`config.mk`:
```
export PLATFORM = sky130hd
export DESIGN_NAME = axil_bootrom_flat
export DESIGN_NICKNAME = d
export VERILOG_FILES = /design/src/design/axil_pkg.sv /design/src/design/soc_cfg_pkg.sv /design/src/design/axil_if.sv /design/src/design/axil_bootrom.sv /design/src/flat_wrapper.sv
export SDC_FILE = /design/constraint.sdc
export NUM_CORES = 1
export LEC_CHECK = 0
export ABC_AREA = 1
export ABC_CLOCK_PERIOD_IN_PS = 1600
export BUFFER_PORTS_ARGS = -buffer_cell sky130_fd_sc_hd__buf_2
export CAP_MARGIN = 20
export CORE_UTILIZATION = 27
export CTS_BUF_LIST = sky130_fd_sc_hd__clkbuf_4
export DETAILED_ROUTE_END_ITERATION = 6
export PLACE_DENSITY = 0.83
export SYNTH_ARGS = -nofsm -noshare
export SYNTH_HDL_FRONTEND = slang
export SYNTH_SLANG_ARGS = --single-unit
```
`constraint.sdc`:
```
create_clock -name clk_i -period 1.6 [get_ports clk_i]
set_input_delay 0.08 -clock clk_i [delete_from_list [all_inputs] [get_ports clk_i]]
set_output_delay 0.08 -clock clk_i [all_outputs]
set_load 0.005 [all_outputs]
```
`src/design/axil_pkg.sv`:
```
// AXI4-Lite bus types
// Address, data and strobe widths plus the response encoding shared by
// every block on the bus

package axil_pkg;

  // ------------------------------------------------------------------------
  // Widths
  // ------------------------------------------------------------------------
  localparam int unsigned AddrWidth = 32;
  localparam int unsigned DataWidth = 32;
  localparam int unsigned StrbWidth = DataWidth / 8;

  // Byte address on the bus
  typedef logic [AddrWidth-1:0] addr_t;
  // One bus word
  typedef logic [DataWidth-1:0] data_t;
  // One strobe bit per byte lane
  typedef logic [StrbWidth-1:0] strb_t;

  // ------------------------------------------------------------------------
  // Response codes
  // ------------------------------------------------------------------------
  // EXOKAY (2'b01) is not used on AXI4-Lite
  typedef enum logic [1:0] {
    RESP_OKAY   = 2'b00,
    RESP_SLVERR = 2'b10,
    RESP_DECERR = 2'b11
  } resp_e;

endpackage
```
`src/design/soc_cfg_pkg.sv`:
```
// Subsystem configuration
// Address map, target indices and the boot ROM image

package soc_cfg_pkg;

  // ------------------------------------------------------------------------
  // Address map
  // ------------------------------------------------------------------------
  typedef enum logic {
    TGT_ROM  = 1'b0,
    TGT_SRAM = 1'b1
  } target_e;

  localparam axil_pkg::addr_t RomBase   = 32'h0001_0000;
  localparam axil_pkg::addr_t RomLength = 32'h0000_1000;
  // SRAM window length comes from the SramWords parameter
  localparam axil_pkg::addr_t SramBase  = 32'h8000_0000;

  // ------------------------------------------------------------------------
  // Boot ROM image
  // ------------------------------------------------------------------------
  localparam int RomWords = 8;

  // Hart id into a0, image pointer into a1, then jump to SRAM
  localparam axil_pkg::data_t BootRomImage [0:RomWords-1] = '{
    32'hf140_2573,  // csrr  a0, mhartid
    32'h0000_0597,  // auipc a1, 0
    32'h0105_8593,  // addi  a1, a1, 16
    32'h8000_02b7,  // lui   t0, 0x80000
    32'h0002_8067,  // jr    t0
    32'h1050_0073,  // wfi
    32'hffdf_f06f,  // j     -4
    32'h0000_0013   // nop
  };

endpackage

```
`src/design/axil_if.sv`:
```
// AXI4-Lite bus bundle
// Five channels with a manager view and a subordinate view

`timescale 1ns/1ps

interface axil_if;

  axil_pkg::addr_t aw_addr;
  logic            aw_valid;
  logic            aw_ready;

  axil_pkg::data_t w_data;
  axil_pkg::strb_t w_strb;
  logic            w_valid;
  logic            w_ready;

  axil_pkg::resp_e b_resp;
  logic            b_valid;
  logic            b_ready;

  axil_pkg::addr_t ar_addr;
  logic            ar_valid;
  logic            ar_ready;

  axil_pkg::data_t r_data;
  axil_pkg::resp_e r_resp;
  logic            r_valid;
  logic            r_ready;

  modport manager (
    output aw_addr, aw_valid, w_data, w_strb, w_valid, b_ready,
    output ar_addr, ar_valid, r_ready,
    input  aw_ready, w_ready, b_resp, b_valid, ar_ready, r_data, r_resp, r_valid
  );

  modport subordinate (
    input  aw_addr, aw_valid, w_data, w_strb, w_valid, b_ready,
    input  ar_addr, ar_valid, r_ready,
    output aw_ready, w_ready, b_resp, b_valid, ar_ready, r_data, r_resp, r_valid
  );

endinterface

```
`src/design/axil_bootrom.sv`:
```
// AXI4-Lite boot ROM
// Serves the fixed boot image, reads zero past its end, and answers
// every write with SLVERR

`timescale 1ns/1ps

module axil_bootrom (
  input  logic clk_i,
  input  logic rst_ni,
  axil_if.subordinate bus
);

  localparam int unsigned RomIdxWidth = $clog2(soc_cfg_pkg::RomLength / 4);
  localparam int unsigned ImgIdxWidth = $clog2(soc_cfg_pkg::RomWords);

  typedef logic [RomIdxWidth-1:0] rom_idx_t;

  axil_pkg::data_t r_data_q;
  logic            r_valid_q;
  logic            b_valid_q;
  rom_idx_t        rd_idx;
  logic            rd_hs, wr_hs;

  // One request at a time, reads first
  assign bus.ar_ready = bus.ar_valid & ~(r_valid_q | b_valid_q);
  assign bus.aw_ready = bus.aw_valid & bus.w_valid & ~bus.ar_valid & ~(r_valid_q | b_valid_q);
  assign bus.w_ready  = bus.aw_ready;

  assign rd_hs  = bus.ar_valid & bus.ar_ready;
  assign wr_hs  = bus.aw_valid & bus.aw_ready;
  assign rd_idx = bus.ar_addr[RomIdxWidth+1:2];

  always_ff @(posedge clk_i or negedge rst_ni) begin
    if (!rst_ni) begin
      r_valid_q <= 1'b0;
      b_valid_q <= 1'b0;
    end else begin
      if (rd_hs) begin
        r_valid_q <= 1'b1;
      end else if (bus.r_ready) begin
        r_valid_q <= 1'b0;
      end
      // Write data is dropped, only the error goes back
      if (wr_hs) begin
        b_valid_q <= 1'b1;
      end else if (bus.b_ready) begin
        b_valid_q <= 1'b0;
      end
    end
  end

  // Image lookup, zero above the last initialised word
  always_ff @(posedge clk_i) begin
    if (rd_hs) begin
      if (rd_idx < rom_idx_t'(soc_cfg_pkg::RomWords)) begin
        r_data_q <= soc_cfg_pkg::BootRomImage[rd_idx[ImgIdxWidth-1:0]];
      end else begin
        r_data_q <= '0;
      end
    end
  end

  assign bus.r_valid = r_valid_q;
  assign bus.r_data  = r_data_q;
  assign bus.r_resp  = axil_pkg::RESP_OKAY;
  assign bus.b_valid = b_valid_q;
  assign bus.b_resp  = axil_pkg::RESP_SLVERR;

endmodule

```
`src/flat_wrapper.sv`:
```
// flat-port wrapper written by rule: the top's interface ports become plain ports
module axil_bootrom_flat 
  (clk_i, rst_ni, bus_aw_addr, bus_aw_valid, bus_w_data, bus_w_strb, bus_w_valid, bus_b_ready, bus_ar_addr, bus_ar_valid, bus_r_ready, bus_aw_ready, bus_w_ready, bus_b_resp, bus_b_valid, bus_ar_ready, bus_r_data, bus_r_resp, bus_r_valid);
  axil_if bus_i ();
  input  logic clk_i;
  input  logic rst_ni;
  input wire logic [$bits(bus_i.aw_addr)-1:0] bus_aw_addr;
  input wire logic [$bits(bus_i.aw_valid)-1:0] bus_aw_valid;
  input wire logic [$bits(bus_i.w_data)-1:0] bus_w_data;
  input wire logic [$bits(bus_i.w_strb)-1:0] bus_w_strb;
  input wire logic [$bits(bus_i.w_valid)-1:0] bus_w_valid;
  input wire logic [$bits(bus_i.b_ready)-1:0] bus_b_ready;
  input wire logic [$bits(bus_i.ar_addr)-1:0] bus_ar_addr;
  input wire logic [$bits(bus_i.ar_valid)-1:0] bus_ar_valid;
  input wire logic [$bits(bus_i.r_ready)-1:0] bus_r_ready;
  output wire logic [$bits(bus_i.aw_ready)-1:0] bus_aw_ready;
  output wire logic [$bits(bus_i.w_ready)-1:0] bus_w_ready;
  output wire logic [$bits(bus_i.b_resp)-1:0] bus_b_resp;
  output wire logic [$bits(bus_i.b_valid)-1:0] bus_b_valid;
  output wire logic [$bits(bus_i.ar_ready)-1:0] bus_ar_ready;
  output wire logic [$bits(bus_i.r_data)-1:0] bus_r_data;
  output wire logic [$bits(bus_i.r_resp)-1:0] bus_r_resp;
  output wire logic [$bits(bus_i.r_valid)-1:0] bus_r_valid;
  assign bus_i.aw_addr = bus_aw_addr;
  assign bus_i.aw_valid = bus_aw_valid;
  assign bus_i.w_data = bus_w_data;
  assign bus_i.w_strb = bus_w_strb;
  assign bus_i.w_valid = bus_w_valid;
  assign bus_i.b_ready = bus_b_ready;
  assign bus_i.ar_addr = bus_ar_addr;
  assign bus_i.ar_valid = bus_ar_valid;
  assign bus_i.r_ready = bus_r_ready;
  assign bus_aw_ready = bus_i.aw_ready;
  assign bus_w_ready = bus_i.w_ready;
  assign bus_b_resp = bus_i.b_resp;
  assign bus_b_valid = bus_i.b_valid;
  assign bus_ar_ready = bus_i.ar_ready;
  assign bus_r_data = bus_i.r_data;
  assign bus_r_resp = bus_i.r_resp;
  assign bus_r_valid = bus_i.r_valid;
  axil_bootrom u_core (.clk_i(clk_i), .rst_ni(rst_ni), .bus(bus_i));
endmodule
```
# --- Word-level counts from Yosys, hierarchy flattened ---
# Memory sizes are Yosys's and may differ from the RTL's. A register that Yosys moved wholly into a read port is not among the register bits.
# Index checks and enable logic that the tools add are counted.
word_totals:
  regBits: 2
  latch_bits: 0
  mem_bits_rw: 0
  romBits: 256
  inputBits: 107
  wordCells: 21
  memories: 1
mem_list:
  columns: ["memory", "depth", "word_bits", "rd", "rd_ports_with_merged_regs", "write_ports", "line_no", "text"]
  rows:
  - ["(no name shown)", 8, 32, 1, 1, 0, "axil_bootrom.sv:56", "r_data_q <= soc_cfg_pkg::BootRomImage[rd_idx[ImgIdxWidth-1:0]];"]
op_classes:
  n_addsub: 0
  multipliers: 0
  div_mod_pow: 0
  n_lt_le_gt_ge: 1
  n_eq_ne: 0
  shifts: 0
  n_mux: 4
  bitwise: 10
  reduce_logical: 3
op_table:
  columns: ["operator", "n"]
  rows:
  - ["< comparator 10 x 4 -> 1 bit, second input constant", 1]
  - ["AND 1 bit", 6]
  - ["two-way mux 1 bit", 4]
  - ["inverter 3 -> 4 bit", 1]
  - ["nonzero test 2 bit", 2]
  - ["inverter 1 bit", 2]
  - ["logical NOT 1 bit", 1]
  - ["OR 1 bit", 1]

# --- Longest topological paths before layout ---
depth:
  word_depth: 5
  mapped_depth: 6

# --- Worst setup path before layout ---
# Ideal clock, no wire load.
synth_path:
  kind: "register to register"
  from: "register u_core.r_valid_q, in the netlist u_core.bus.r_valid"
  to: "register u_core.r_data_q[10], in the netlist u_core.bus.r_data[10], enable pin"
  t_arrival_ps: 1317
  required_ps: 1207
  path_slack_ps: -110
  path_stages_with_launch: 4
  n_path_buf: 0
  synth_period_minus_slack_ps: 1710
  path_cell_list: "dfrtp_1 inv_1 nand2_1 nor2_1"
synth_via:
  elab_chain_len: 4
synth_lines:
  columns: ["item", "line_no", "text"]
  rows:
  - ["start: declaration", "axil_bootrom.sv:19", "logic r_valid_q;"]
  - ["start signal: assignment", "axil_bootrom.sv:35", "r_valid_q <= 1'b0;"]
  - ["start signal: assignment", "axil_bootrom.sv:39", "r_valid_q <= 1'b1;"]
  - ["start signal: assignment", "axil_bootrom.sv:41", "r_valid_q <= 1'b0;"]
  - ["OR 1 bit", "axil_bootrom.sv:25", "assign bus.ar_ready = bus.ar_valid & ~(r_valid_q | b_valid_q);"]
  - ["inverter 1 bit", "axil_bootrom.sv:25", null]
  - ["AND 1 bit", "axil_bootrom.sv:25", null]
  - ["via bus_ar_ready", "flat_wrapper.sv:20", "output wire logic [$bits(bus_i.ar_ready)-1:0] bus_ar_ready;"]
  - ["AND 1 bit", "axil_bootrom.sv:29", "assign rd_hs = bus.ar_valid & bus.ar_ready;"]
  - ["end: declaration", "axil_bootrom.sv:18", "axil_pkg::data_t r_data_q;"]
# The timed path passes the listed nets, and every way through them passes these cells.
# A chain may end at the register's enable or synchronous reset.

# --- Final worst setup path ---
layout_path:
  from: "register u_core.r_valid_q, in the netlist u_core.bus.r_valid"
  to: "output port bus_w_ready"
layout_via:
  elab_chain_len: 3
layout_lines:
  columns: ["item", "line_no", "text"]
  rows:
  - ["OR 1 bit", "axil_bootrom.sv:26", "assign bus.aw_ready = bus.aw_valid & bus.w_valid & ~bus.ar_valid & ~(r_valid_q | b_valid_q);"]
  - ["inverter 1 bit", "axil_bootrom.sv:26", null]
  - ["AND 1 bit", "axil_bootrom.sv:26", null]
  - ["end: declaration", "flat_wrapper.sv:17", "output wire logic [$bits(bus_i.w_ready)-1:0] bus_w_ready;"]
# Every way passes these cells.

==> flow_metrics.env <==
export IMPL_outcome="finished, final reports clean"
export IMPL_grt_pass1_wl_um=3170
export IMPL_synth_edff_count=17
export IMPL_yosysWarnings=0
export IMPL_post_dp_cell_area_mm2=0.00119
export IMPL_die_w_um=62.9
export IMPL_clockBufferDepth=2
export IMPL_leakage_nw=0.634
export IMPL_synthTopCellsByArea="edfxtp_1, buf_4, ha_1"
export IMPL_ys_flop_type="edfxtp_1"
export IMPL_fin_crit_ps=1340
export IMPL_yosysSeqAreaShare_pct=56.0
export IMPL_io_pins=148
export IMPL_start_util_pct=29.1
export IMPL_hold_ws_ps=48.5
export IMPL_io_buffers=51
export IMPL_clock_skew_final_ps=6.87
export IMPL_cts_tree="built"
export IMPL_synth_async_reset_ratio_pct=10.5
export IMPL_area_growth_pct=24.8
export IMPL_remaining_drc_errors=0
export IMPL_synth_cells=98
export IMPL_synthesis_area_mm2=0.00100
export IMPL_power_total_mw=1.06
export IMPL_rsz0062_at_grt="no"
export IMPL_yosysUniqueCellTypes=15
export IMPL_reg2reg_from="u_core.bus.r_valid"
export IMPL_grtUsageTotal_pct=10.5
export IMPL_viasPerCell=4.07
export IMPL_crit_required_ps=1520
export IMPL_fp_row_count=21
export IMPL_max_stage_delay_ps=380
export IMPL_htreeDepth=1
export IMPL_antenna_found_initial=0
export IMPL_cp_max_fo=3
export IMPL_vias=762
export IMPL_dieArea_mm2=0.00395
export IMPL_core_area_mm2=0.00344
export IMPL_seqCellArea_um2=561
export IMPL_clock_latency_ps=300
export IMPL_rr_endpoint="u_core.bus.r_data[20]"
export IMPL_setup_viol=0
export IMPL_cp_cell_sequence="inv_1 -> nand2_1 -> nor2_1 -> nand3_1 -> inv_1 -> buf_2"
export IMPL_clk_pin_slew_worst_paths_ps=100
export IMPL_hold_viol_final=0
export IMPL_cts_num_sinks=19
export IMPL_final_area_mm2=0.00125
export IMPL_crit_buf_inv=3
export IMPL_grt_overflow_total=0
export IMPL_tns_ps=0
export IMPL_drt_initial_drc_count=12
export IMPL_drtAntennaViolNets=0
export IMPL_drv_slew=0
export IMPL_syn_area_per_cell_um2=10.2
export IMPL_crit_path_frequent_cell="inv_1"
export IMPL_r2r_slack_ps=360
export IMPL_routed_wl_um=1960
export IMPL_power_density_mw_per_mm2=852
export IMPL_numCtsBuffers=3
export IMPL_critical_path_top_delay_family="flip-flops"
export IMPL_hold_end="u_core.bus.b_valid"
export IMPL_layout_nets=254
export IMPL_drt_pass1_iter_count=4
export IMPL_grt_pass1_vias=712
export IMPL_hold_class="in2reg"
export IMPL_routedWlPerCell_um=10.5
export IMPL_drv_cap=0
export IMPL_synthTopCellsByCount="buf_4, edfxtp_1, nand2_1, nor2_1, inv_1"
export IMPL_hp_start="bus_w_valid"
export IMPL_hpwl_um=1480
export IMPL_fmax_mhz=747
export IMPL_cp_start_kind="flip-flop"
export IMPL_holdPathStages=3
export IMPL_synth_top_area_share_pct=51.0
export IMPL_period_share_pct=83.7
export IMPL_antenna_diode_count=0
export IMPL_critPathKind="reg2out"
export IMPL_ir_drop_uv=255
export IMPL_cp_slowest_cell="dfrtp_1"
export IMPL_die_height_um=62.9
export IMPL_yosysTopAreaCell="edfxtp_1"
export IMPL_grt_max_degree=18
export IMPL_cts_root_buffer="clkbuf_4"
export IMPL_drive_gt1_share_pct=42.6
export IMPL_reg2regPathDepth=4
export IMPL_yosysMostFrequentCell="buf_4"
export IMPL_cp_arrival_ps=1260
export IMPL_end_kind="primary output"
export IMPL_multi_input_area_um2=259
export IMPL_place_congestion=0.842
export IMPL_nFillCells=341
export IMPL_synth_seq_cells=19
==> worst max path at each step <==
stage,to,start,slack (ps),depth (start not counted)
4_1_cts,bus_aw_ready,u_core.bus.b_valid,280,6
6_report,bus_w_ready,u_core.bus.r_valid,260,6
2_1_floorplan,u_core.bus.r_data[10],u_core.bus.r_valid,180,3
3_5_place_dp,u_core.bus.r_data[20],u_core.bus.r_valid,400,4
5_1_grt,bus_w_ready,u_core.bus.r_valid,150,6
3_3_place_gp,u_core.bus.r_data[1],u_core.bus.r_valid,420,4
==> what timing repair did <==
action,CTS,global route
hold buffers,3,0
gates resized for setup,0,0
endpoints found under the hold margin,4,0
buffers inserted,0,0
==> registers in the layout (all words and copies together) (netlist names) <==
signal,flops
u_core.bus.b_valid,1
u_core.bus.r_data,17
u_core.bus.r_valid,1
==> layout make-up <==
cell class,instances,area share [%]
clock buffer,4,2.40
inverter,13,3.91
multi-input combinational,50,20.7
sequential,19,44.9
tap,46,4.61
timing repair buffer,55,23.4
==> cells in the final DEF (no fill, tap or decap) <==
master and instances:
buf_2 51, edfxtp_1 17, nand2_1 13, nor2_1 12
inv_1 11, a21oi_1 6, conb_1 6, ha_1 5
clkbuf_4 4, nand3_1 3, dlygate4sd3_1 3, inv_2 2
dfrtp_1 2, nor2_2 1, or2_1 1, nor2_4 1
o22ai_1 1, o21ai_0 1, buf_4 1
==> power by group <==
| group | internal (mW) | switching [mW] |
|---|---|---|
| Clock | 0.114 | 0.138 |
| Sequential | 0.593 | 0.0163 |
| Combinational | 0.0900 | 0.112 |
==> logic make-up (layout without fill, tap and decap cells) <==
kind of cell | after synthesis | count (layout) | share of synthesized area (%)
other cells | 2 | 6 | 0.750
flops | 19 | 19 | 56.0
compound gates | 8 | 8 | 4.13
fa+ha+maj | 5 | 5 | 6.25
simple gates | 31 | 31 | 13.0
buf+inv | 33 | 72 | 19.9
==> tightest hold or removal path, stage by stage <==
cell,delay (ps)
buf_2,80
nand3_1,80
o21ai_0,80
==> per-layer routing <==
layer	share of wire, %	vias to the layer above	global-route usage, %	wire length [µm]
li1	-	374	-	-
met4	3.7	0	6.98	73
met5	0	-	0	0
met2	51	36	18.7	1010
met1	36	345	10.0	702
met3	9.1	7	3.83	178
==> stage by stage <==
stage | worst slack (ps) | instances | util [%]
finish | 261 | 187 | 36.3
global route | 149 | 187 | 36.3
CTS | 282 | 187 | 36.3
detailed placement | 401 | 180 | 34.5
global placement | 422 | 180 | 34.5
floorplan | 184 | 102 | -
(Power assumes the default switching activity.)
