<file path="config.mk">
export PLATFORM = sky130hd
export DESIGN_NAME = debug_req_gate
export DESIGN_NICKNAME = d
export VERILOG_FILES = /design/src/design/debug_req_gate.sv
export SDC_FILE = /design/constraint.sdc
export NUM_CORES = 1
export LEC_CHECK = 0
export BUFFER_PORTS_ARGS = -buffer_cell sky130_fd_sc_hd__buf_4
export CORE_AREA = 3 3 40 42
export DETAILED_ROUTE_END_ITERATION = 10
export DIE_AREA = 0 0 43 45
export RECOVER_POWER = 25
export SLEW_MARGIN = 20
export SYNTH_ARGS = -nofsm -noshare
export SYNTH_HDL_FRONTEND = slang
export SYNTH_SLANG_ARGS = --single-unit
</file>
<file path="constraint.sdc">
create_clock -name clk_i -period 1.9 [get_ports clk_i]
set_clock_uncertainty 0.15 [all_clocks]
set_input_delay 0.095 -clock clk_i [delete_from_list [all_inputs] [get_ports clk_i]]
set_output_delay 0.095 -clock clk_i [all_outputs]
set_load 0.01 [all_outputs]
</file>
<file path="src/design/debug_req_gate.sv">
// Debug request gate
// Holds off debug requests for a fixed time after reset so boot code can
// run first, and masks them when debug is disabled

`timescale 1ns/1ps

module debug_req_gate #(
  parameter int unsigned DebugDelayCycles = 500
) (
  input  logic clk_i,
  input  logic rst_ni,
  input  logic debug_req_i,
  input  logic debug_enable_i,
  output logic debug_req_o
);

  localparam int unsigned CntWidth =
      (DebugDelayCycles > 0) ? $clog2(DebugDelayCycles + 1) : 1;

  typedef logic [CntWidth-1:0] delay_cnt_t;

  delay_cnt_t delay_cnt_q;

  // Counts down once per cycle and stays at zero
  always_ff @(posedge clk_i or negedge rst_ni) begin
    if (!rst_ni) begin
      delay_cnt_q <= delay_cnt_t'(DebugDelayCycles);
    end else if (delay_cnt_q != '0) begin
      delay_cnt_q <= delay_cnt_q - 1'b1;
    end
  end

  assign debug_req_o = (delay_cnt_q == '0) & debug_enable_i & debug_req_i;

endmodule

</file>
* Word-level counts from Yosys, hierarchy flattened
Index checks and enable logic that the tools add are counted.
** Word-level totals
- Input bits :: 4
- Logic and storage cells :: 6
- Register bits after elaboration :: 9
** Operators by class
- Bitwise gates (word level) :: 2
- Add/sub/neg operators :: 1
- Reduce and logical (&&, ||, !) cells :: 2
** Operators with widths (number)
- zero test 9 bit :: 1
- nonzero test 9 bit :: 1
- subtractor 9 x 1 -> 9 bit, second input constant :: 1
- AND 1 bit :: 2

* Longest topological paths before layout
Gate-level depths: netlist of run 1.
- Depth after elaboration :: 3
- Gate-level depth with buffers :: 5
- Depth with buffers taken out :: 5

* Worst setup path after synthesis of run 1
No wires, ideal clock.
- Path type :: register -> output
- From :: register delay_cnt_q[3]
- To :: output debug_req_o
- Required time :: 1.655 ns
- Setup slack :: 0.137 ns
- Cell stages (with the launch flop) :: 4
- Path buffers :: 0
- Arrival :: 1.518 ns
- Cell sequence :: dfrtp_1 > or4_4 > nor4_4 > and3_1
** Between the ends
- Word-level cells in the longest chain between the ends :: 3
** Ends and longest elaborated chain
- from (decl) :: RTL line 22 : delay_cnt_t delay_cnt_q;
- from (signal assigned) :: RTL line 27 : delay_cnt_q <= delay_cnt_t'(DebugDelayCycles);
- from (signal assigned) :: RTL line 29 : delay_cnt_q <= delay_cnt_q - 1'b1;
- zero test 9 bit :: RTL line 33 : assign debug_req_o = (delay_cnt_q == '0) & debug_enable_i & debug_req_i;
- AND 1 bit (2 in a row) :: RTL line 33
- to (decl) :: RTL line 14 : output logic debug_req_o
No other way between the ends.

* Worst setup path after layout of run 1
- From :: register delay_cnt_q[4]
- To :: output debug_req_o
The elaborated chain is that of the path after synthesis.

==> results of run 1 <==
-- critical path: cells and delay by family (launching register included) --
family,cells,cell delay (ps)
simple gates,3,910
flops,1,370
buf+inv,1,110
-- synthesized netlist by cell type --
master	number
inv_1	2
or4_4	1
ha_1	1
mux2_2	1
nor2_1	2
mux2i_1	1
o21bai_1	1
nor4_4	1
and3_1	1
or3_1	2
dfstp_2	6
or2_2	2
nand2b_1	2
o21ai_0	6
xnor2_1	1
nand2_1	1
dfrtp_1	3
nor3_1	2
o31a_2	1
o31ai_1	2
-- power breakdown --
group	internal [mW]	total (mW)	leakage, nW	switching, mW
clock	0.0811	0.151	0.0150	0.0695
sequential	0.192	0.192	0.104	0
combinational	0.00615	0.0116	0.134	0.00547
total	0.280	0.355	0.252	0.0750
-- final timing paths --
check,from,end,cells past startpoint
setup / recovery,delay_cnt_q[4],debug_req_o,4
hold / removal,rst_ni,delay_cnt_q[0],2
setup reg to reg,delay_cnt_q[4],delay_cnt_q[1],4
hold reg to reg,delay_cnt_q[0],delay_cnt_q[0],1
max in group asynchronous,rst_ni,delay_cnt_q[6],2
min in group clk_i,delay_cnt_q[0],delay_cnt_q[0],1
-- routing by layer --
metal	wire length, microns	track usage	up-vias
li1	-	-	166
met1	413	0.140	154
met2	329	0.111	5
met3	30	0.0239	2
met4	8	0.0904	0
met5	0	0	-
-- what timing repair did --
item | CTS | global route
resized for setup | 0 | 2
pin swaps | 3 | 1
setup endpoints to repair | 1 | 1
hold buffers | 1 | 0
cloned | 0 | 0
endpoints found under the hold margin | 9 | 0
buffers inserted | 1 | 0
-- layout make-up --
| class | instances | area (sq um) | area share |
|---|---|---|---|
| flip-flops and latches | 9 | 233 | 0.426 |
| multi-input cells | 28 | 210 | 0.384 |
| repair buffers | 7 | 51.3 | 0.0938 |
| clock buffers | 4 | 26.3 | 0.0481 |
| well taps | 15 | 18.8 | 0.0343 |
| inverters | 2 | 7.51 | 0.0137 |
-- cells by family after synthesis --
kind of cell	count (synthesis)
AND/OR/NAND/NOR	14
AO/OA/AOI/OAI	10
flip-flops	9
buffers and inverters	2
multiplexers	2
XOR/XNOR	1
adder cells (fa/ha/maj)	1
-- stage by stage --
stage	setup WS (ps)	hold slack (ps)	std cells
finish	10.4	152	65
global route	-55.8	194	65
CTS	2.73	44.1	65
detailed placement	97.6	-226	59
global placement	97.7	-225	59
floorplan	137	-351	39
==> impl_metrics.xml, run 1 <==
<?xml version="1.0" encoding="UTF-8"?>
<metrics>
  <group name="floorplanning">
    <metric name="count_of_pins_on_the_block_boundary" unit="">5</metric>
    <metric name="fp.dieArea" unit="sq um">1940</metric>
    <metric name="start_util" unit="">0.345</metric>
    <metric name="core" unit="sq um">1280</metric>
    <metric name="placementRows" unit="">13</metric>
    <metric name="dieWidth" unit="microns">43</metric>
    <metric name="die-height" unit="microns">45</metric>
  </group>
  <group name="power_and_ir_drop">
    <metric name="leakagePower" unit="nW">0.252</metric>
    <metric name="vdd.ir_drop.worst" unit="mV">0.381</metric>
    <metric name="power" unit="mW">0.355</metric>
    <metric name="power_per_cell_area" unit="nW/um^2">648</metric>
  </group>
  <group name="cells_and_area">
    <metric name="layout_common_cells" unit="">o21ai_0, dfstp_2, buf_4</metric>
    <metric name="final_design_area_no_fill" unit="sq um">547</metric>
    <metric name="largest_registers" unit="">delay_cnt_q x9</metric>
    <metric name="fillCellCount" unit="">129</metric>
    <metric name="finish.utilization" unit="">0.426</metric>
    <metric name="n_antenna_cell" unit="">0</metric>
    <metric name="finalNetCount" unit="">56</metric>
    <metric name="largest_register_ff_count" unit="">9</metric>
    <metric name="syn2layout_area_growth" unit="%">23.4</metric>
    <metric name="post_route_cells_drive_above_1_share" unit="">0.420</metric>
    <metric name="largest_register" unit="">delay_cnt_q</metric>
  </group>
  <group name="sta">
    <metric name="grt_setup_unrepaired" unit="">true</metric>
    <metric name="setup_viol" unit="">0</metric>
    <metric name="hold_violations" unit="">0</metric>
    <metric name="slew_viol_final" unit="">0</metric>
    <metric name="total_negative_slack_for_setup_checks" unit="ps">0</metric>
    <metric name="fin_crit" unit="ps">1890</metric>
    <metric name="worst-slew-pin-transition" unit="ps">494</metric>
    <metric name="worst_slew_margin_rel" unit="">0.671</metric>
    <metric name="achievable-frequency" unit="GHz">0.529</metric>
    <metric name="finalCritPeriodShare" unit="">0.995</metric>
  </group>
  <group name="global_route">
    <metric name="first_global_vias" unit="">274</metric>
    <metric name="grt_max_degree" unit="">10</metric>
    <metric name="grtUsageTotal" unit="">0.0960</metric>
    <metric name="grt_pass1_wl" unit="microns">1310</metric>
    <metric name="grt_antenna_before_repair" unit="">0</metric>
    <metric name="grt-ovfl-total" unit="">0</metric>
  </group>
  <group name="critical_path">
    <metric name="setup.worst_path.start_class" unit="">flip-flop</metric>
    <metric name="setup.worst_path.class" unit="">flip-flop to output port</metric>
    <metric name="slowest_delay" unit="ps">560</metric>
    <metric name="maximum_fanout_count_along_the_critical_path" unit="">3</metric>
    <metric name="required_time_of_the_critical_path" unit="ps">1650</metric>
    <metric name="critical-path-slowest-cell" unit="">or4_4</metric>
    <metric name="crit_path_end_kind" unit="">output port</metric>
    <metric name="r2r_setup_slack" unit="ps">240</metric>
    <metric name="cp_cell_sequence" unit="">or4_4 &gt; nor4_4 &gt; and3_1 &gt; buf_4</metric>
    <metric name="cp_data_arrival_time" unit="ps">1640</metric>
  </group>
  <group name="clocking">
    <metric name="clock_sinks" unit="">9</metric>
    <metric name="clock_insertion_delay_worst_skew" unit="ps">260</metric>
    <metric name="clock_tree.root_cell" unit="">clkbuf_4</metric>
    <metric name="clk_pin_slew_worst_paths" unit="ps">60</metric>
    <metric name="clock_tree.htree_level_count" unit="">1</metric>
    <metric name="tritoncts_clock_tree" unit="">done</metric>
    <metric name="tritoncts.num_buffers" unit="">3</metric>
    <metric name="clock_tree.buffer_depth" unit="">2</metric>
  </group>
  <group name="synthesis">
    <metric name="post_synthesis_net_count" unit="">44</metric>
    <metric name="synth_top_family_by_area" unit="">simple AND/OR/NAND/NOR gates</metric>
    <metric name="postSynthCellCount" unit="">39</metric>
    <metric name="syn-mean-instance-area" unit="sq um">11.4</metric>
    <metric name="synth_top_cells_by_area" unit="">dfstp_2, dfrtp_1, o21ai_0</metric>
    <metric name="post_synthesis_sequential_element_count" unit="">9</metric>
    <metric name="muxShareOfSynthArea" unit="">0.0480</metric>
    <metric name="synth-simple-area-share" unit="">0.220</metric>
    <metric name="synth-seq-area-share" unit="">0.525</metric>
    <metric name="synth-compound-area-share" unit="">0.141</metric>
    <metric name="post_synth_xor_area_fraction" unit="">0.0198</metric>
    <metric name="largest_area_contributor_in_the_netlist" unit="">dfstp_2</metric>
    <metric name="post_synth_num_cell_types" unit="">20</metric>
    <metric name="post_synth_instance_area" unit="sq um">443</metric>
    <metric name="netlist.area_leader.share" unit="">0.356</metric>
    <metric name="synth_warnings" unit="">0</metric>
    <metric name="post_synth_fa_ha_maj_area_fraction" unit="">0.0282</metric>
  </group>
  <group name="drt">
    <metric name="initialDrtViolationCount" unit="">12</metric>
    <metric name="via_count" unit="">327</metric>
    <metric name="detail-route-antenna-nets" unit="">0</metric>
    <metric name="drt_first_pass_iters" unit="">4</metric>
    <metric name="postRouteWirelength" unit="microns">782</metric>
    <metric name="viasPerCell" unit="">5.03</metric>
    <metric name="drc" unit="">0</metric>
    <metric name="wire_per_inst" unit="microns">12.0</metric>
  </group>
  <group name="placement">
    <metric name="dpl-instance-area" unit="sq um">499</metric>
    <metric name="io_buffer_count" unit="">4</metric>
    <metric name="dp_hpwl" unit="microns">561</metric>
    <metric name="gp_routability_congestion" unit="">0.690</metric>
  </group>
  <group name="run_status">
    <metric name="run_status" unit="">completed</metric>
  </group>
  <group name="job">
    <metric name="drv.max_cap_violation_count" unit="">0</metric>
  </group>
  <group name="hold_path">
    <metric name="min-delay-path-class" unit="">input port to asynchronous set/reset pin</metric>
  </group>
</metrics>
Note: power is estimated with default switching activity, not from simulation.
==> run 2, diff against run 1 <==
- MAX_ROUTING_LAYER: default -> met4
- PLACE_DENSITY: default -> 0.49
==> impl_metrics.xml, run 2 (synthesis gave the netlist of run 1 again) <==
<?xml version="1.0" encoding="UTF-8"?>
<metrics>
  <group name="run_status">
    <metric name="run_status" unit="">completed</metric>
  </group>
  <group name="clocking">
    <metric name="clock_tree.root_cell" unit="">clkbuf_4</metric>
    <metric name="clock_insertion_delay_worst_skew" unit="ps">260</metric>
    <metric name="tritoncts.num_buffers" unit="">3</metric>
    <metric name="clock_tree.htree_level_count" unit="">1</metric>
    <metric name="clock_sinks" unit="">9</metric>
    <metric name="clk_pin_slew_worst_paths" unit="ps">60</metric>
    <metric name="tritoncts_clock_tree" unit="">done</metric>
    <metric name="clock_tree.buffer_depth" unit="">2</metric>
  </group>
  <group name="cells_and_area">
    <metric name="largest_registers" unit="">delay_cnt_q x9</metric>
    <metric name="largest_register" unit="">delay_cnt_q</metric>
    <metric name="finalNetCount" unit="">57</metric>
    <metric name="post_route_cells_drive_above_1_share" unit="">0.431</metric>
    <metric name="fillCellCount" unit="">129</metric>
    <metric name="layout_common_cells" unit="">o21ai_0, dfstp_2, buf_4</metric>
    <metric name="final_design_area_no_fill" unit="sq um">549</metric>
    <metric name="area.sequential" unit="sq um">233</metric>
    <metric name="largest_register_ff_count" unit="">9</metric>
    <metric name="syn2layout_area_growth" unit="%">24.0</metric>
    <metric name="multiInputGateArea" unit="sq um">205</metric>
    <metric name="finalNonFillerCells" unit="">66</metric>
    <metric name="n_antenna_cell" unit="">0</metric>
    <metric name="finish.utilization" unit="">0.427</metric>
  </group>
  <group name="placement">
    <metric name="gp_routability_congestion" unit="">0.783</metric>
    <metric name="placed_cells_incl_taps" unit="">60</metric>
    <metric name="dp_hpwl" unit="microns">637</metric>
    <metric name="io_buffer_count" unit="">4</metric>
    <metric name="dp_slack" unit="ps">129</metric>
    <metric name="dpl-instance-area" unit="sq um">507</metric>
  </group>
  <group name="sta">
    <metric name="fin_crit" unit="ps">1890</metric>
    <metric name="grt_setup_unrepaired" unit="">true</metric>
    <metric name="setup_viol" unit="">0</metric>
    <metric name="hold_violations" unit="">0</metric>
    <metric name="slew_viol_final" unit="">0</metric>
    <metric name="layout_setup_ws" unit="ps">12.6</metric>
    <metric name="achievable-frequency" unit="GHz">0.530</metric>
    <metric name="total_negative_slack_for_setup_checks" unit="ps">0</metric>
    <metric name="worst-slew-pin-transition" unit="ps">505</metric>
    <metric name="worst_slew_margin_rel" unit="">0.663</metric>
    <metric name="finalCritPeriodShare" unit="">0.993</metric>
    <metric name="worst_hold_slack" unit="ps">160</metric>
  </group>
  <group name="drt">
    <metric name="via_count" unit="">321</metric>
    <metric name="wire_per_inst" unit="microns">13.0</metric>
    <metric name="postRouteWirelength" unit="microns">856</metric>
    <metric name="detail-route-antenna-nets" unit="">0</metric>
    <metric name="viasPerCell" unit="">4.86</metric>
    <metric name="initialDrtViolationCount" unit="">2</metric>
    <metric name="drt_first_pass_iters" unit="">2</metric>
    <metric name="drc" unit="">0</metric>
  </group>
  <group name="power_and_ir_drop">
    <metric name="leakagePower" unit="nW">0.256</metric>
    <metric name="power_per_cell_area" unit="nW/um^2">648</metric>
    <metric name="vdd.ir_drop.worst" unit="mV">0.273</metric>
    <metric name="power" unit="mW">0.356</metric>
  </group>
  <group name="critical_path">
    <metric name="setup.worst_path.start_class" unit="">flip-flop</metric>
    <metric name="r2r_cells" unit="">4</metric>
    <metric name="critical_path_stages" unit="">4</metric>
    <metric name="crit_path_end_kind" unit="">output port</metric>
    <metric name="cp_cell_sequence" unit="">or4_4 &gt; nor4_4 &gt; and3_1 &gt; buf_4</metric>
    <metric name="crit_family" unit="">simple AND/OR/NAND/NOR gates</metric>
    <metric name="crit-reg2reg-launch" unit="">delay_cnt_q[4]</metric>
    <metric name="maximum_fanout_count_along_the_critical_path" unit="">3</metric>
    <metric name="required_time_of_the_critical_path" unit="ps">1650</metric>
    <metric name="r2r-end" unit="">delay_cnt_q[2]</metric>
    <metric name="critical-path-slowest-cell" unit="">or4_4</metric>
    <metric name="setup.worst_path.class" unit="">flip-flop to output port</metric>
    <metric name="slowest_delay" unit="ps">550</metric>
    <metric name="cp_data_arrival_time" unit="ps">1640</metric>
    <metric name="r2r_setup_slack" unit="ps">220</metric>
    <metric name="path_buf_inv" unit="">1</metric>
  </group>
  <group name="floorplanning">
    <metric name="count_of_pins_on_the_block_boundary" unit="">5</metric>
    <metric name="dieWidth" unit="microns">43</metric>
    <metric name="start_util" unit="">0.345</metric>
    <metric name="fp.dieArea" unit="sq um">1940</metric>
    <metric name="die-height" unit="microns">45</metric>
    <metric name="placementRows" unit="">13</metric>
    <metric name="core" unit="sq um">1280</metric>
  </group>
  <group name="job">
    <metric name="drv.max_cap_violation_count" unit="">0</metric>
  </group>
  <group name="global_route">
    <metric name="grt_antenna_before_repair" unit="">0</metric>
    <metric name="grtUsageTotal" unit="">0.112</metric>
    <metric name="first_global_vias" unit="">351</metric>
    <metric name="grt_pass1_wl" unit="microns">1500</metric>
    <metric name="grt-ovfl-total" unit="">0</metric>
    <metric name="grt_max_degree" unit="">10</metric>
  </group>
  <group name="hold_path">
    <metric name="min-delay-path-class" unit="">input port to asynchronous set/reset pin</metric>
  </group>
</metrics>
[run 2: cell types whose count changed in the layout (fill, tap and decap cells not counted), sizes merged]
cell / delta
buf: +1
[run 2: power by group]
part | internal (mW) | switching (mW) | total, mW
Clock | 0.0811 | 0.0709 | 0.152
Sequential | 0.192 | 0 | 0.192
Combinational | 0.00617 | 0.00563 | 0.0118
[run 2: worst max path at each step]
| stage | slack [ps] | end | start |
|---|---|---|---|
| floorplan | 140 | debug_req_o | delay_cnt_q[3] |
| global placement | 170 | delay_cnt_q[1] | delay_cnt_q[3] |
| global route | -100 | debug_req_o | delay_cnt_q[4] |
| detailed placement | 130 | delay_cnt_q[1] | delay_cnt_q[3] |
| finish | 10 | debug_req_o | delay_cnt_q[4] |
| CTS | -5 | debug_req_o | delay_cnt_q[4] |
[run 2: cell type report]
class                      count  share of cell area
timing repair buffer           8               0.107
sequential                     9               0.424
inverter                       2              0.0137
multi-input combinational     28               0.374
tap                           15              0.0342
clock buffer                   4              0.0478
[run 2: layer usage]
metal / GRT usage / share of wire
met5: - / 0
met4: 0.0723 / 0.016
met3: 0.0239 / 0.027
met2: 0.171 / 0.47
met1: 0.134 / 0.48
[run 2: what timing repair did]
action,4_1_cts,5_1_grt
hold buffers,1,0
hold endpoints to repair,9,0
setup endpoints to repair,1,1
pin swaps,3,0
buffers inserted,1,0
resized for setup,0,1
[run 2: worst reg2reg max path, stage by stage (launching register included)]
cell     delay, ps
dfstp_2        380
or4_4          550
buf_4          160
nor3_1         230
o21ai_0        130
==> run 3, diff against run 2 <==
- CTS_BUF_LIST: default -> sky130_fd_sc_hd__clkbuf_8
==> impl_metrics.xml, run 3 (synthesis gave the netlist of run 1 again) <==
<?xml version="1.0" encoding="UTF-8"?>
<metrics>
  <group name="critical_path">
    <metric name="setup.worst_path.class" unit="">flip-flop to output port</metric>
    <metric name="cp_data_arrival_time" unit="ps">1630</metric>
    <metric name="slowest_delay" unit="ps">550</metric>
    <metric name="r2r-end" unit="">delay_cnt_q[2]</metric>
    <metric name="r2r_cells" unit="">4</metric>
    <metric name="maximum_fanout_count_along_the_critical_path" unit="">3</metric>
    <metric name="crit_family" unit="">simple AND/OR/NAND/NOR gates</metric>
    <metric name="path_buf_inv" unit="">1</metric>
    <metric name="r2r_setup_slack" unit="ps">230</metric>
    <metric name="required_time_of_the_critical_path" unit="ps">1650</metric>
    <metric name="crit_path_end_kind" unit="">output port</metric>
    <metric name="crit-reg2reg-launch" unit="">delay_cnt_q[4]</metric>
    <metric name="cp_cell_sequence" unit="">or4_4 &gt; nor4_4 &gt; and3_1 &gt; buf_4</metric>
    <metric name="critical-path-slowest-cell" unit="">or4_4</metric>
    <metric name="setup.worst_path.start_class" unit="">flip-flop</metric>
  </group>
  <group name="placement">
    <metric name="placed_cells_incl_taps" unit="">60</metric>
    <metric name="dp_hpwl" unit="microns">637</metric>
    <metric name="gp_routability_congestion" unit="">0.783</metric>
    <metric name="dp_slack" unit="ps">129</metric>
    <metric name="io_buffer_count" unit="">4</metric>
  </group>
  <group name="floorplanning">
    <metric name="count_of_pins_on_the_block_boundary" unit="">5</metric>
    <metric name="core" unit="sq um">1280</metric>
    <metric name="dieWidth" unit="microns">43</metric>
    <metric name="start_util" unit="">0.345</metric>
    <metric name="die-height" unit="microns">45</metric>
    <metric name="placementRows" unit="">13</metric>
    <metric name="fp.dieArea" unit="sq um">1940</metric>
  </group>
  <group name="drt">
    <metric name="drc" unit="">0</metric>
    <metric name="via_count" unit="">334</metric>
    <metric name="viasPerCell" unit="">5.06</metric>
    <metric name="detail-route-antenna-nets" unit="">0</metric>
    <metric name="initialDrtViolationCount" unit="">4</metric>
    <metric name="postRouteWirelength" unit="microns">913</metric>
    <metric name="wire_per_inst" unit="microns">13.8</metric>
    <metric name="drt_first_pass_iters" unit="">4</metric>
  </group>
  <group name="power_and_ir_drop">
    <metric name="cellInternalPower" unit="mW">0.340</metric>
    <metric name="power.share.combinational" unit="">0.029</metric>
    <metric name="clock_power_share" unit="">0.514</metric>
    <metric name="vdd.ir_drop.worst" unit="mV">0.329</metric>
    <metric name="leakagePower" unit="nW">0.268</metric>
    <metric name="total_switching_power" unit="mW">0.0828</metric>
    <metric name="switching_part_of_the_total" unit="">0.196</metric>
    <metric name="power_per_cell_area" unit="nW/um^2">744</metric>
    <metric name="power.sequential.fraction" unit="">0.456</metric>
  </group>
  <group name="clocking">
    <metric name="clock_tree.root_cell" unit="">clkbuf_8</metric>
    <metric name="clock_tree.htree_level_count" unit="">1</metric>
    <metric name="tritoncts.num_buffers" unit="">3</metric>
    <metric name="clock_sinks" unit="">9</metric>
    <metric name="clk_pin_slew_worst_paths" unit="ps">50</metric>
    <metric name="clock_tree.buffer_depth" unit="">2</metric>
    <metric name="clock_insertion_delay_worst_skew" unit="ps">230</metric>
    <metric name="tritoncts_clock_tree" unit="">done</metric>
  </group>
  <group name="sta">
    <metric name="hold_violations" unit="">0</metric>
    <metric name="slew_viol_final" unit="">0</metric>
    <metric name="grt_setup_unrepaired" unit="">true</metric>
    <metric name="fin_crit" unit="ps">1870</metric>
    <metric name="achievable-frequency" unit="GHz">0.535</metric>
    <metric name="worst-slew-pin-transition" unit="ps">508</metric>
    <metric name="total_negative_slack_for_setup_checks" unit="ps">0</metric>
    <metric name="layout_setup_ws" unit="ps">29.3</metric>
    <metric name="worst_slew_margin_rel" unit="">0.661</metric>
    <metric name="finalCritPeriodShare" unit="">0.985</metric>
    <metric name="setup_viol" unit="">0</metric>
  </group>
  <group name="global_route">
    <metric name="first_global_vias" unit="">351</metric>
    <metric name="grt_antenna_before_repair" unit="">0</metric>
    <metric name="grt_pass1_wl" unit="microns">1550</metric>
    <metric name="grt-ovfl-total" unit="">0</metric>
    <metric name="grtUsageTotal" unit="">0.117</metric>
    <metric name="grt_max_degree" unit="">10</metric>
  </group>
  <group name="cells_and_area">
    <metric name="finalNetCount" unit="">57</metric>
    <metric name="layout_common_cells" unit="">o21ai_0, dfstp_2, buf_4</metric>
    <metric name="n_antenna_cell" unit="">0</metric>
    <metric name="fillCellCount" unit="">127</metric>
    <metric name="largest_register" unit="">delay_cnt_q</metric>
    <metric name="post_route_cells_drive_above_1_share" unit="">0.431</metric>
    <metric name="largest_registers" unit="">delay_cnt_q x9</metric>
    <metric name="largest_register_ff_count" unit="">9</metric>
    <metric name="finish.utilization" unit="">0.442</metric>
    <metric name="syn2layout_area_growth" unit="%">28.2</metric>
    <metric name="finalNonFillerCells" unit="">66</metric>
  </group>
  <group name="hold_path">
    <metric name="min-delay-path-class" unit="">input port to asynchronous set/reset pin</metric>
  </group>
  <group name="job">
    <metric name="drv.max_cap_violation_count" unit="">0</metric>
  </group>
  <group name="run_status">
    <metric name="run_status" unit="">completed</metric>
  </group>
</metrics>
-- run 3: cell count changes in the layout (fill, tap and decap cells not counted), sizes merged --
cell / delta
clkbuf: -1
inv: +1
-- run 3: what timing repair did --
| item | CTS | global route |
|---|---|---|
| hold buffers | 1 | 0 |
| endpoints found under the hold margin | 9 | 0 |
| buffers inserted | 1 | 0 |
| resized for setup | 0 | 1 |
| pin swaps | 2 | 0 |
| endpoints found under the setup margin | 1 | 1 |
-- run 3: worst max path at each step --
stage,to,slack (ps),cells past startpoint,from
2_1_floorplan,debug_req_o,140,3,delay_cnt_q[3]
3_3_place_gp,delay_cnt_q[1],170,4,delay_cnt_q[3]
3_5_place_dp,delay_cnt_q[1],130,4,delay_cnt_q[3]
4_1_cts,debug_req_o,40,4,delay_cnt_q[4]
5_1_grt,debug_req_o,-50,4,delay_cnt_q[4]
6_report,debug_req_o,30,4,delay_cnt_q[4]
-- run 3: layout make-up --
type                    instances  area, sq um  area share
inverters                       2         7.51      0.0132
clock buffers                   3         41.3      0.0727
repair buffers                  8         58.8       0.104
well taps                      15         18.8      0.0330
flip-flops and latches          9          233       0.410
multi-input cells              28          205       0.361
clock inverters                 1         3.75     0.00661
-- run 3: per-stage QoR --
stage               hold slack (ps)  cell area (sq um)  power [mW]
floorplan                      -351                443       0.197
global placement               -227                507       0.207
detailed placement             -222                507       0.207
CTS                            79.9                569       0.431
global route                    231                568       0.451
finish                          197                568       0.423
-- run 3: layer usage --
layer	track usage	routed length, microns	vias up
met3	0.0478	30	3
met5	-	0	-
met4	0.0542	18	0
li1	-	-	166
met2	0.180	441	5
met1	0.134	422	160
-- run 3: power by group through the flow --
stage	Sequential [mW]	Clock [mW]	Combinational, mW
floorplan	0.195	0	0.00142
global placement	0.195	0	0.0112
detailed placement	0.195	0	0.0116
CTS	0.193	0.225	0.0133
global route	0.192	0.245	0.0134
finish	0.193	0.217	0.0123
